File: src/hdl/cl_fifo_pkg.sv
// Shared widths, defaults and types of the write-to-stream shell wrapper
// Referenced by scoped names from the RTL and the testbench

package cl_fifo_pkg;

  // Stream and host write data
  localparam int DATA_W_DEF = 64;
  localparam int ID_W = 6;

  // Statistics space
  localparam int STAT_ADDR_W = 8;
  localparam int STAT_DATA_W = 32;
  localparam int NUM_STAT_REGS = 4;

  // Register stages on each statistics path
  localparam int STAT_STAGES_DEF = 8;

  // Stream FIFO and credit defaults
  localparam int FIFO_DEPTH_DEF = 16;
  localparam int CREDITS_DEF = 4;

  // AXI write response code
  localparam logic [1:0] RESP_OKAY = 2'b00;

  // Statistics request word
  // The pipeline carries it flat, the endpoints decode the fields
  typedef union packed {
    logic [1 + 1 + STAT_ADDR_W + STAT_DATA_W - 1:0] raw;
    struct packed {
      logic                   wr;
      logic                   rd;
      logic [STAT_ADDR_W-1:0] addr;
      logic [STAT_DATA_W-1:0] wdata;
    } fields;
  } stat_req_u;

  // Statistics acknowledge word
  typedef struct packed {
    logic                   ack;
    logic [STAT_DATA_W-1:0] rdata;
  } stat_ack_t;

endpackage

File: src/hdl/axis_if.sv
// Stream link from the write interceptor into the FIFO
// A beat moves on a clock edge with tvalid and tready both high

`timescale 1ns/1ps

interface axis_if #(
  parameter int DATA_W = cl_fifo_pkg::DATA_W_DEF
);

  logic [DATA_W-1:0] tdata;
  logic              tlast;
  logic              tvalid;
  // Low while the FIFO is full
  logic              tready;

  modport src (
    output tdata, tlast, tvalid,
    input  tready
  );

  modport dst (
    input  tdata, tlast, tvalid,
    output tready
  );

endinterface

File: src/hdl/cl_reset_flr.sv
// Internal reset generation and function-level reset handshake
// sync_rst_n follows pipe_rst_n through two flops; flr_done answers flr_assert

`timescale 1ns/1ps

module cl_reset_flr (
  input  logic clk,
  input  logic pipe_rst_n,
  input  logic flr_assert,
  output logic sync_rst_n,
  output logic flr_done
);

  logic pre_sync_rst_n;
  logic flr_q;

  // Two-flop reset chain
  always_ff @(posedge clk)
  begin
    if (!pipe_rst_n)
    begin
      pre_sync_rst_n <= 1'b0;
      sync_rst_n     <= 1'b0;
    end
    else
    begin
      pre_sync_rst_n <= 1'b1;
      sync_rst_n     <= pre_sync_rst_n;
    end
  end

  // Done toggles while the request stays high and pulses once for a short request
  always_ff @(posedge clk)
  begin
    if (!sync_rst_n)
    begin
      flr_q    <= 1'b0;
      flr_done <= 1'b0;
    end
    else
    begin
      flr_q    <= flr_assert;
      flr_done <= flr_q && !flr_done;
    end
  end

  // A done pulse answers a request sampled two cycles before
  assert property (@(posedge clk) disable iff (!sync_rst_n)
    flr_done |-> $past(flr_assert, 2));

endmodule

File: src/hdl/lib_pipe.sv
// Register pipeline of fixed depth with synchronous clear
// Used for timing relief on the statistics request and acknowledge paths

`timescale 1ns/1ps

module lib_pipe #(
  parameter int WIDTH  = 1,
  parameter int STAGES = 1
) (
  input  logic             clk,
  input  logic             sync_rst_n,
  input  logic [WIDTH-1:0] in_bus,
  output logic [WIDTH-1:0] out_bus
);

  logic [WIDTH-1:0] stage_q [STAGES];

  always_ff @(posedge clk)
  begin
    if (!sync_rst_n)
    begin
      for (int i = 0; i < STAGES; i++)
      begin
        stage_q[i] <= '0;
      end
    end
    else
    begin
      stage_q[0] <= in_bus;
      for (int i = 1; i < STAGES; i++)
      begin
        stage_q[i] <= stage_q[i-1];
      end
    end
  end

  assign out_bus = stage_q[STAGES-1];

endmodule

File: src/hdl/ddr_stat_regs.sv
// Small statistics register block behind the request pipeline
// Low address bits select a register, anything above is unmapped and reads zero

`timescale 1ns/1ps

module ddr_stat_regs (
  input  logic                   clk,
  input  logic                   sync_rst_n,
  input  cl_fifo_pkg::stat_req_u req,
  output cl_fifo_pkg::stat_ack_t ack
);

  localparam int IDX_W = $clog2(cl_fifo_pkg::NUM_STAT_REGS);

  logic [cl_fifo_pkg::STAT_DATA_W-1:0] regs [cl_fifo_pkg::NUM_STAT_REGS];
  logic [IDX_W-1:0]                    idx;
  logic                                mapped;

  assign idx    = req.fields.addr[IDX_W-1:0];
  assign mapped = (req.fields.addr >> IDX_W) == '0;

  //////////////////////////////////////////////////
  // Register file and ack, one cycle per request
  //////////////////////////////////////////////////
  always_ff @(posedge clk)
  begin
    if (!sync_rst_n)
    begin
      for (int i = 0; i < cl_fifo_pkg::NUM_STAT_REGS; i++)
      begin
        regs[i] <= '0;
      end
      ack <= '0;
    end
    else
    begin
      ack.ack   <= req.fields.wr || req.fields.rd;
      // Write acks return zero data
      ack.rdata <= '0;
      if (req.fields.wr && mapped)
      begin
        regs[idx] <= req.fields.wdata;
      end
      if (req.fields.rd && mapped)
      begin
        ack.rdata <= regs[idx];
      end
    end
  end

  // Host side must never issue read and write in the same word
  assert property (@(posedge clk) disable iff (!sync_rst_n)
    req.fields.wr |-> !req.fields.rd);

endmodule

File: src/hdl/pcis_wr_intercept.sv
// Catches host DMA write bursts and turns the data beats into a stream
// One burst at a time; the response goes back once its last beat is in the FIFO

`timescale 1ns/1ps

module pcis_wr_intercept #(
  parameter int DATA_W = cl_fifo_pkg::DATA_W_DEF
) (
  input  logic                         clk,
  input  logic                         sync_rst_n,
  // AW channel
  input  logic                         awvalid,
  input  logic [cl_fifo_pkg::ID_W-1:0] awid,
  output logic                         awready,
  // W channel
  input  logic                         wvalid,
  input  logic [DATA_W-1:0]            wdata,
  input  logic                         wlast,
  output logic                         wready,
  // B channel
  output logic                         bvalid,
  output logic [cl_fifo_pkg::ID_W-1:0] bid,
  output logic [1:0]                   bresp,
  input  logic                         bready,
  axis_if.src                          strm
);

  localparam logic [1:0] S_IDLE = 2'd0;
  localparam logic [1:0] S_DATA = 2'd1;
  localparam logic [1:0] S_RESP = 2'd2;

  logic [1:0]                   state;
  logic [cl_fifo_pkg::ID_W-1:0] id_q;

  //////////////////////////////////////////////////
  // Burst tracker
  //////////////////////////////////////////////////
  always_ff @(posedge clk)
  begin
    if (!sync_rst_n)
    begin
      state <= S_IDLE;
    end
    else
    begin
      case (state)
        S_IDLE:  if (awvalid) state <= S_DATA;
        S_DATA:  if (wvalid && wready && wlast) state <= S_RESP;
        S_RESP:  if (bready) state <= S_IDLE;
        default: state <= S_IDLE;
      endcase
    end
  end

  // ID held for the response
  always_ff @(posedge clk)
  begin
    if (awvalid && awready)
    begin
      id_q <= awid;
    end
  end

  assign awready = (state == S_IDLE);
  // Data only flows inside an open burst
  assign wready  = (state == S_DATA) && strm.tready;

  assign strm.tvalid = wvalid && (state == S_DATA);
  assign strm.tdata  = wdata;
  assign strm.tlast  = wlast;

  assign bvalid = (state == S_RESP);
  assign bid    = id_q;
  assign bresp  = cl_fifo_pkg::RESP_OKAY;

  // A W beat held off by wready stays on the bus unchanged
  assert property (@(posedge clk) disable iff (!sync_rst_n)
    (wvalid && !wready) |=> (wvalid && $stable(wdata) && $stable(wlast)));

endmodule

File: src/hdl/axis_fifo.sv
// Stream FIFO with a credit-counted output port
// Each sent beat spends a credit and each out_credit cycle returns one

`timescale 1ns/1ps

module axis_fifo #(
  parameter int DATA_W     = cl_fifo_pkg::DATA_W_DEF,
  parameter int FIFO_DEPTH = cl_fifo_pkg::FIFO_DEPTH_DEF,
  parameter int CREDITS    = cl_fifo_pkg::CREDITS_DEF
) (
  input  logic              clk,
  input  logic              sync_rst_n,
  axis_if.dst               strm,
  output logic              out_valid,
  output logic [DATA_W-1:0] out_data,
  output logic              out_last,
  input  logic              out_credit
);

  localparam int PTR_W = $clog2(FIFO_DEPTH);
  localparam int CNT_W = $clog2(FIFO_DEPTH + 1);
  localparam int CRD_W = $clog2(CREDITS + 1);

  logic [DATA_W-1:0] mem_data [FIFO_DEPTH];
  logic              mem_last [FIFO_DEPTH];
  logic [PTR_W-1:0]  wr_ptr;
  logic [PTR_W-1:0]  rd_ptr;
  logic [CNT_W-1:0]  count;
  logic [CRD_W-1:0]  credit_cnt;
  logic              push;
  logic              pop;

  assign strm.tready = (count != CNT_W'(FIFO_DEPTH));
  assign push        = strm.tvalid && strm.tready;
  // Pop only with data present and a credit in hand
  assign pop         = (count != '0) && (credit_cnt != '0);

  //////////////////////////////////////////////////
  // Storage
  //////////////////////////////////////////////////
  always_ff @(posedge clk)
  begin
    if (push)
    begin
      mem_data[wr_ptr] <= strm.tdata;
      mem_last[wr_ptr] <= strm.tlast;
    end
  end

  // Pointers, occupancy and credits
  always_ff @(posedge clk)
  begin
    if (!sync_rst_n)
    begin
      wr_ptr     <= '0;
      rd_ptr     <= '0;
      count      <= '0;
      credit_cnt <= CRD_W'(CREDITS);
    end
    else
    begin
      if (push)
        wr_ptr <= (wr_ptr == PTR_W'(FIFO_DEPTH - 1)) ? '0 : wr_ptr + 1'b1;
      if (pop)
        rd_ptr <= (rd_ptr == PTR_W'(FIFO_DEPTH - 1)) ? '0 : rd_ptr + 1'b1;
      count      <= count + CNT_W'(push) - CNT_W'(pop);
      credit_cnt <= credit_cnt - CRD_W'(pop) + CRD_W'(out_credit);
    end
  end

  //////////////////////////////////////////////////
  // Registered output stage
  //////////////////////////////////////////////////
  always_ff @(posedge clk)
  begin
    if (!sync_rst_n)
      out_valid <= 1'b0;
    else
      out_valid <= pop;
  end

  always_ff @(posedge clk)
  begin
    if (pop)
    begin
      out_data <= mem_data[rd_ptr];
      out_last <= mem_last[rd_ptr];
    end
  end

  // Receiver returns no more credits than it was given
  assert property (@(posedge clk) disable iff (!sync_rst_n)
    credit_cnt <= CRD_W'(CREDITS));

  // Occupancy stays within the depth and matches the pointer distance
  assert property (@(posedge clk) disable iff (!sync_rst_n)
    (count <= CNT_W'(FIFO_DEPTH)) &&
    ((int'(count) % FIFO_DEPTH) ==
     ((int'(wr_ptr) - int'(rd_ptr) + FIFO_DEPTH) % FIFO_DEPTH)));

endmodule

File: src/hdl/cl_fifo_top.sv
// Shell-side wrapper top: reset/FLR, host write capture to a credited stream
// and the pipelined statistics register path

`timescale 1ns/1ps

module cl_fifo_top #(
  parameter int DATA_W      = cl_fifo_pkg::DATA_W_DEF,
  parameter int FIFO_DEPTH  = cl_fifo_pkg::FIFO_DEPTH_DEF,
  parameter int CREDITS     = cl_fifo_pkg::CREDITS_DEF,
  parameter int STAT_STAGES = cl_fifo_pkg::STAT_STAGES_DEF
) (
  input  logic                                clk,
  input  logic                                pipe_rst_n,
  input  logic                                flr_assert,
  output logic                                flr_done,
  // Host write channels
  input  logic                                awvalid,
  input  logic [cl_fifo_pkg::ID_W-1:0]        awid,
  output logic                                awready,
  input  logic                                wvalid,
  input  logic [DATA_W-1:0]                   wdata,
  input  logic                                wlast,
  output logic                                wready,
  output logic                                bvalid,
  output logic [cl_fifo_pkg::ID_W-1:0]        bid,
  output logic [1:0]                          bresp,
  input  logic                                bready,
  // Credited stream out
  output logic                                out_valid,
  output logic [DATA_W-1:0]                   out_data,
  output logic                                out_last,
  input  logic                                out_credit,
  // Statistics port
  input  logic                                stat_wr,
  input  logic                                stat_rd,
  input  logic [cl_fifo_pkg::STAT_ADDR_W-1:0] stat_addr,
  input  logic [cl_fifo_pkg::STAT_DATA_W-1:0] stat_wdata,
  output logic                                stat_ack,
  output logic [cl_fifo_pkg::STAT_DATA_W-1:0] stat_rdata
);

  localparam int REQ_W = $bits(cl_fifo_pkg::stat_req_u);
  localparam int ACK_W = $bits(cl_fifo_pkg::stat_ack_t);

  logic                   sync_rst_n;
  cl_fifo_pkg::stat_req_u stat_req_in;
  cl_fifo_pkg::stat_req_u stat_req_q;
  cl_fifo_pkg::stat_ack_t stat_ack_d;
  cl_fifo_pkg::stat_ack_t stat_ack_q;

  axis_if #(.DATA_W(DATA_W)) wr_strm ();

  cl_reset_flr reset_flr (
    .clk(clk), .pipe_rst_n(pipe_rst_n), .flr_assert(flr_assert),
    .sync_rst_n(sync_rst_n), .flr_done(flr_done)
  );

  //////////////////////////////////////////////////
  // Write capture into the stream FIFO
  //////////////////////////////////////////////////
  pcis_wr_intercept #(.DATA_W(DATA_W)) wr_intercept (
    .clk(clk), .sync_rst_n(sync_rst_n),
    .awvalid(awvalid), .awid(awid), .awready(awready),
    .wvalid(wvalid), .wdata(wdata), .wlast(wlast), .wready(wready),
    .bvalid(bvalid), .bid(bid), .bresp(bresp), .bready(bready),
    .strm(wr_strm)
  );

  axis_fifo #(.DATA_W(DATA_W), .FIFO_DEPTH(FIFO_DEPTH), .CREDITS(CREDITS)) strm_fifo (
    .clk(clk), .sync_rst_n(sync_rst_n), .strm(wr_strm),
    .out_valid(out_valid), .out_data(out_data), .out_last(out_last),
    .out_credit(out_credit)
  );

  //////////////////////////////////////////////////
  // Statistics request and ack paths
  //////////////////////////////////////////////////
  assign stat_req_in.fields = {stat_wr, stat_rd, stat_addr, stat_wdata};

  lib_pipe #(.WIDTH(REQ_W), .STAGES(STAT_STAGES)) pipe_stat_req (
    .clk(clk), .sync_rst_n(sync_rst_n),
    .in_bus(stat_req_in.raw), .out_bus(stat_req_q.raw)
  );

  ddr_stat_regs stat_regs (
    .clk(clk), .sync_rst_n(sync_rst_n), .req(stat_req_q), .ack(stat_ack_d)
  );

  lib_pipe #(.WIDTH(ACK_W), .STAGES(STAT_STAGES)) pipe_stat_ack (
    .clk(clk), .sync_rst_n(sync_rst_n),
    .in_bus(stat_ack_d), .out_bus(stat_ack_q)
  );

  assign stat_ack   = stat_ack_q.ack;
  assign stat_rdata = stat_ack_q.rdata;

endmodule

File: config.mk
export PLATFORM = sky130hd
export DESIGN_NAME = cl_fifo_top
export DESIGN_NICKNAME = d
export VERILOG_FILES = /design/src/hdl/cl_fifo_pkg.sv /design/src/hdl/axis_if.sv /design/src/hdl/cl_reset_flr.sv /design/src/hdl/lib_pipe.sv /design/src/hdl/ddr_stat_regs.sv /design/src/hdl/pcis_wr_intercept.sv /design/src/hdl/axis_fifo.sv /design/src/hdl/cl_fifo_top.sv
export SDC_FILE = /design/constraint.sdc
export NUM_CORES = 2
export LEC_CHECK = 0
export ABC_AREA = 1
export BUFFER_PORTS_ARGS = -buffer_cell sky130_fd_sc_hd__buf_4
export CORE_ASPECT_RATIO = 1.5
export CORE_MARGIN = 8
export CORE_UTILIZATION = 35
export DETAILED_ROUTE_END_ITERATION = 16
export SYNTH_ARGS = -nofsm -noshare
export SYNTH_HDL_FRONTEND = slang
export SYNTH_SLANG_ARGS = --single-unit
File: constraint.sdc
create_clock -name clk -period 18.91 [get_ports clk]
set_clock_uncertainty 0.2 [all_clocks]
set_input_delay 5.673 -clock clk [delete_from_list [all_inputs] [get_ports clk]]
set_output_delay 5.673 -clock clk [all_outputs]
set_load 0.03 [all_outputs]
Yosys cells after proc, flatten, opt, wreduce, memory -nomap -nowiden
Memory sizes are Yosys's and may differ from the RTL's. A register that Yosys moved wholly into a read port is not among the register bits.
Cells that the tools add are included.

cells by class
  add/subtract/negate cells = 6
  equality and inequality tests = 8
  multiplexer cells = 33
  bitwise gates (word level) = 16
  reduce and logical (&&, ||, !) cells = 20

operators with widths
  kind                                                             count
  42-bit 2-to-1 mux                                                8
  33-bit 2-to-1 mux                                                8
  32-bit 2-to-1 mux                                                1
  32-bit OR reduction                                              1
  1-bit OR                                                         16
  1-bit logical AND                                                10
  1-bit 2-to-1 mux                                                 9
  4-bit by 1-bit adder with 4-bit output, second input constant    2
  4-bit == test, second input constant                             2
  8-bit logical NOT                                                1
  2-bit 2-to-1 mux                                                 4
  4-bit 2-to-1 mux                                                 2
  2-bit one-hot mux with 3 select lines                            1
  5-bit by 1-bit adder with 5-bit output                           1
  5-bit != test, second input constant                             1
  5-bit nonzero test                                               1
  5-bit by 1-bit subtractor with 5-bit output                      1
  2-bit by 1-bit != test with 1-bit output, second input constant  2
  3-bit by 1-bit adder with 3-bit output                           1
  3-bit AND reduction                                              1
  3-bit nonzero test                                               1
  3-bit by 1-bit subtractor with 3-bit output                      1
  2-bit by 1-bit == test with 1-bit output, second input constant  1
  2-bit == test, second input constant                             1
  other kinds (5)                                                  6

storage, ports and cells
  register bits after elaboration = 30
  bits in writable memories = 1768
  bits of input ports = 120
  output and inout port bits = 111
  word-level logic and storage cells = 100
  memories = 5

memory list
  name                   words  width  rd ports  clocked after memory_dff  write ports  RTL line             text
  strm_fifo.mem_data     16     64     1         1                         1            axis_fifo.sv:24      logic [DATA_W-1:0] mem_data [FIFO_DEPTH];
  pipe_stat_req.stage_q  8      42     8         0                         8            lib_pipe.sv:16       logic [WIDTH-1:0] stage_q [STAGES];
  pipe_stat_ack.stage_q  8      33     8         0                         8            lib_pipe.sv:16
  stat_regs.regs         4      32     1         1                         4            ddr_stat_regs.sv:15  logic [cl_fifo_pkg::STAT_DATA_W-1:0] regs [cl_fifo_pkg::NUM_STAT_REGS];
  strm_fifo.mem_last     16     1      1         1                         1            axis_fifo.sv:25      logic mem_last [FIFO_DEPTH];

Longest topological paths before layout
An unclocked memory read counts as a cell.

  word-level depth = 8
  depth in mapped cells = 17
  depth with buffers taken out = 17

By module
A second synthesis with hierarchy kept.

second synthesis, totals
  cells, all modules = 7181
  area, all modules = 72644.7 µm²

by module, submodules not included
  module                    times used  cells each  area each (µm²)  seq. area each (µm²)
  axis_fifo                 1           4526        47581.9          33522.2
  lib_pipe (pipe_stat_req)  1           1087        9776.9           6726.5
  lib_pipe (pipe_stat_ack)  1           854         7852.5           5285.1
  ddr_stat_regs             1           606         6506.2           4504.3
  pcis_wr_intercept         1           98          822.0            220.2
  cl_reset_flr              1           10          105.1            80.1

Least setup slack after synthesis
Ideal clock, no wire load.

  path type = in2reg
  from = in wvalid
  to = mem strm_fifo.mem_data[7][0] (netlist bit), enable pin
  library setup time = 0.568 ns
  arrival = 10.685 ns
  data required time = 18.142 ns
  setup slack = 7.457 ns
  stages = 6
  buffers on the path = 0
  cell sequence = inv_1 > nor2_1 > nand2_1 > inv_1 > nand2_1 > nor3_1

on the way
  longest elaborated chain between the ends = 4

RTL lines
  item                                    RTL line                 text
  from (decl)                             cl_fifo_top.sv:20        input logic wvalid,
  1-bit logical AND                       pcis_wr_intercept.sv:68  assign strm.tvalid = wvalid && (state == S_DATA);
  1-bit logical AND                       axis_fifo.sv:34          assign push = strm.tvalid && strm.tready;
  via strm_fifo.push                      axis_fifo.sv:30          logic push;
  1-bit 2-to-1 mux                        axis_fifo.sv:43          if (push)
  1-bit 2-to-1 mux (implied by the code)  axis_fifo.sv:45          mem_data[wr_ptr] <= strm.tdata;
  to (decl)                               axis_fifo.sv:24

The timed path passes the listed nets, and every way through them passes these cells.

Final worst setup path
  from = in wvalid
  to = mem strm_fifo.mem_data[5][35] (netlist bit), enable pin

The elaborated chain is that of the path after synthesis.

==> flow_summary.yaml <==
routing:
  avgRoutedWirePerCell_um: 16.0
  vias: 42800
  viasPerCell: 4.44
  drc_errors: 0
  drtIter0Drc: 2857
  wirelength_um: 154000
  route.antenna.remaining_nets: 0
  dr.pass1.iters: 5
critical_path:
  crit_path_end_kind: "flop"
  crit_required_ps: 19080
  worst_r2r_path_depth: 10
  path_max_fanout: 37
  critPathKind: "in -> reg"
  reg2reg_slack_ps: 14190
  start_kind: "input pin"
  reg2reg_to: "strm_fifo.out_data[45]$_DFFE_PP_"
  worstPathArrival_ps: 8920
  reg2reg_from: "strm_fifo.rd_ptr[0]$_SDFFE_PN0P_"
synth:
  async_flop_share_pct: 0
  yosys.area.top_type: "edfxtp_1"
  ys.flop_type: "edfxtp_1"
  synth_edf_count: 1239
  syn_area_sq_um: 69800
  synth_area_leaders: "edfxtp_1 53%, dfxtp_1 19%, nand2_1 15%, inv_1 4.6%, nand3_1 2.2%"
  syn_inst: 6729
  ys_types: 25
  ys_ff_latch: 1895
  ys_seq_area_share_pct: 72.1
  synth_top_area_share_pct: 53.3
  synth_warnings: 0
  synth.avg_cell_area_sq_um: 10.4
die:
  die_w_um: 381
  die_y_um: 563
  start_util_pct: 35.1
  die_area_sq_um: 214000
  pin_count: 231
  coreArea_sq_um: 199000
  row_count: 201
power_and_ir_drop:
  p_switching_w: 0.00289
  power_leakage_nw: 35.6
  combPwrFrac_pct: 17.6
  vdd_drop_max_mv: 0.111
  clkPwrFrac_pct: 36.5
  p_per_area_nw_per_um2: 126
  p_sw_share_pct: 28.7
  seq_power_share_pct: 46.0
  p_int_w: 0.00719
final_layout:
  drive_gt1_share_pct: 8.65
  num-fill-cells: 19085
  layout_commonest_cell: "nand2_1"
  syn_to_final_growth_pct: 14.3
  final_nets: 6984
  layout_common_cells: "2776 x nand2_1, 1239 x edfxtp_1, 859 x inv_1"
global_routing:
  grt_start_max_net_pins: 221
  grtUsageTotal_pct: 13.9
  grt_pass1_vias: 42634
  grt_pass1_wl_um: 239000
  grt_overflow: 0
  antenna_found_initial: 27
outcome:
  outcome: "complete, no violations"
timing:
  worst_pin_slew_ps: 1290
  setup_viol_count_final: 0
  rsz0062_at_grt: "false"
  fin_setup_tns_ps: 0
  slew_violations: 0
  max_freq_mhz: 114
  fin_crit_ps: 8750
  min_period_over_period_pct: 46.2
  hold_viol_final: 0
  slew_headroom_pct: 13.5
  setup_slack_ps: 10160
cts:
  cts_tree: "built"
  htree_levels: 4
  insertion_delay_ps: 820
  cts_num_sinks: 1895
  clk_pin_slew_ps: 70
  hold_buffers: 0
  cts_made_buffers: 182
  postCtsSetupRepairBufs: 0
  cts_resized: 0
  root_buffer: "clkbuf_16"
  cts.path.max_buffers: 4
worst_hold_path:
  min_path_type: "reg -> reg"
  holdPathStages: 2
  min-delay-start: "stat_regs.ack[19]$_SDFF_PN0_"
  whs_endpoint: "pipe_stat_ack.stage_q[0][19]$_SDFF_PN0_"
place:
  port_buffers: 228
  preCtsSetupSlack_ps: 9390
  dp_hpwl_um: 81800
  gp_congestion: 0.744
run:
  cap_viol_max_count: 0
==> critical path, stage by stage <==
cell and delay, ps:
buf_4 80, inv_1 30, nor2_1 370, nand2_1 290
inv_1 280, nand2_1 300, nor2_4 1040, buf_4 800
==> how the worst max path moves through the flow <==
stage,from,endpoint,slack [ps],depth (start not counted)
after global routing,wvalid,strm_fifo.mem_data[5][35]$_DFFE_PP_,10040,8
after CTS,wvalid,strm_fifo.mem_data[5][35]$_DFFE_PP_,10220,8
after floorplan,wvalid,strm_fifo.mem_data[7][0]$_DFFE_PP_,7460,6
after global placement,wvalid,strm_fifo.mem_data[5][55]$_DFFE_PP_,9480,8
final,wvalid,strm_fifo.mem_data[5][35]$_DFFE_PP_,10160,8
after detailed placement,wvalid,strm_fifo.mem_data[5][54]$_DFFE_PP_,9390,8
==> metal layers <==
layer / track usage [%] / share of wire, % / up-vias
li1: - / - / 21203
met1: 16.9 / 42 / 20181
met2: 24.4 / 48 / 1106
met3: 3.29 / 6.6 / 292
met4: 4.66 / 2.8 / 18
met5: 0 / 0.067 / -
==> power groups by stage <==
| stage | registers, W | logic, W | clock network, W |
|---|---|---|---|
| 2_1_floorplan | 0.00486 | 0.00110 | 0 |
| 3_3_place_gp | 0.00472 | 0.00177 | 0 |
| 3_5_place_dp | 0.00473 | 0.00179 | 0 |
| 4_1_cts | 0.00464 | 0.00180 | 0.00378 |
| 5_1_grt | 0.00465 | 0.00198 | 0.00393 |
| 6_report | 0.00464 | 0.00177 | 0.00368 |
==> cell usage after synthesis, types with 32 or more instances <==
cell type	n
nand2_1	2779
edfxtp_1	1239
inv_1	862
dfxtp_1	656
nor2_1	349
nand3_1	305
buf_2	149
buf_4	82
clkbuf_1	77
o21ai_1	65
buf_1	37
nor3_1	33
a31oi_1	32
==> through the flow <==
step	hold slack [ps]	cell area, sq um	cells	util, %	total power [W]
final	151	79800	9646	40.1	0.0101
after global routing	179	79700	9635	40.0	0.0106
after CTS	163	79700	9633	40.0	0.0102
after detailed placement	195	73700	9306	37.0	0.00652
after global placement	192	73700	9306	37.0	0.00650
after floorplan	186	69800	6730	-	0.00596
==> cells by family (layout without fill, tap and decap cells) <==
logic type               Yosys count  after routing  share of synthesized area [%]
AO/OA/AOI/OAI                    128            128                          0.979
XOR/XNOR                           5              5                         0.0627
adder cells (fa/ha/maj)           13             13                          0.254
buffers and inverters           1216           1480                           7.31
flip-flops                      1895           1895                           72.1
other                              1             15                        0.00537
AND/OR/NAND/NOR                 3471           3471                           19.3
==> state kept, by name, summed over array words and instances, names as in the netlist, 2 cells and up <==
name	count
wr_intercept.state	2
pipe_stat_req.stage_q	336
stat_regs.ack	33
strm_fifo.out_data	64
pipe_stat_ack.stage_q	264
wr_intercept.bid	6
strm_fifo.mem_last	16
strm_fifo.credit_cnt	3
stat_regs.regs	128
strm_fifo.count	5
strm_fifo.wr_ptr	4
strm_fifo.mem_data	1024
strm_fifo.rd_ptr	4
==> layout make-up <==
type,instances,area [sq um],area share (%)
Clock buffer,236,5100,6.39
Clock inverter,91,973,1.22
Sequential cell,1895,50400,63.1
Tap cell,2639,3300,4.14
Multi-Input combinational cell,3619,14500,18.2
Inverter,865,3260,4.09
Timing Repair Buffer,288,2220,2.79
Antenna cell,13,32.5,0.0408
Power figures use the tool's default switching activity.
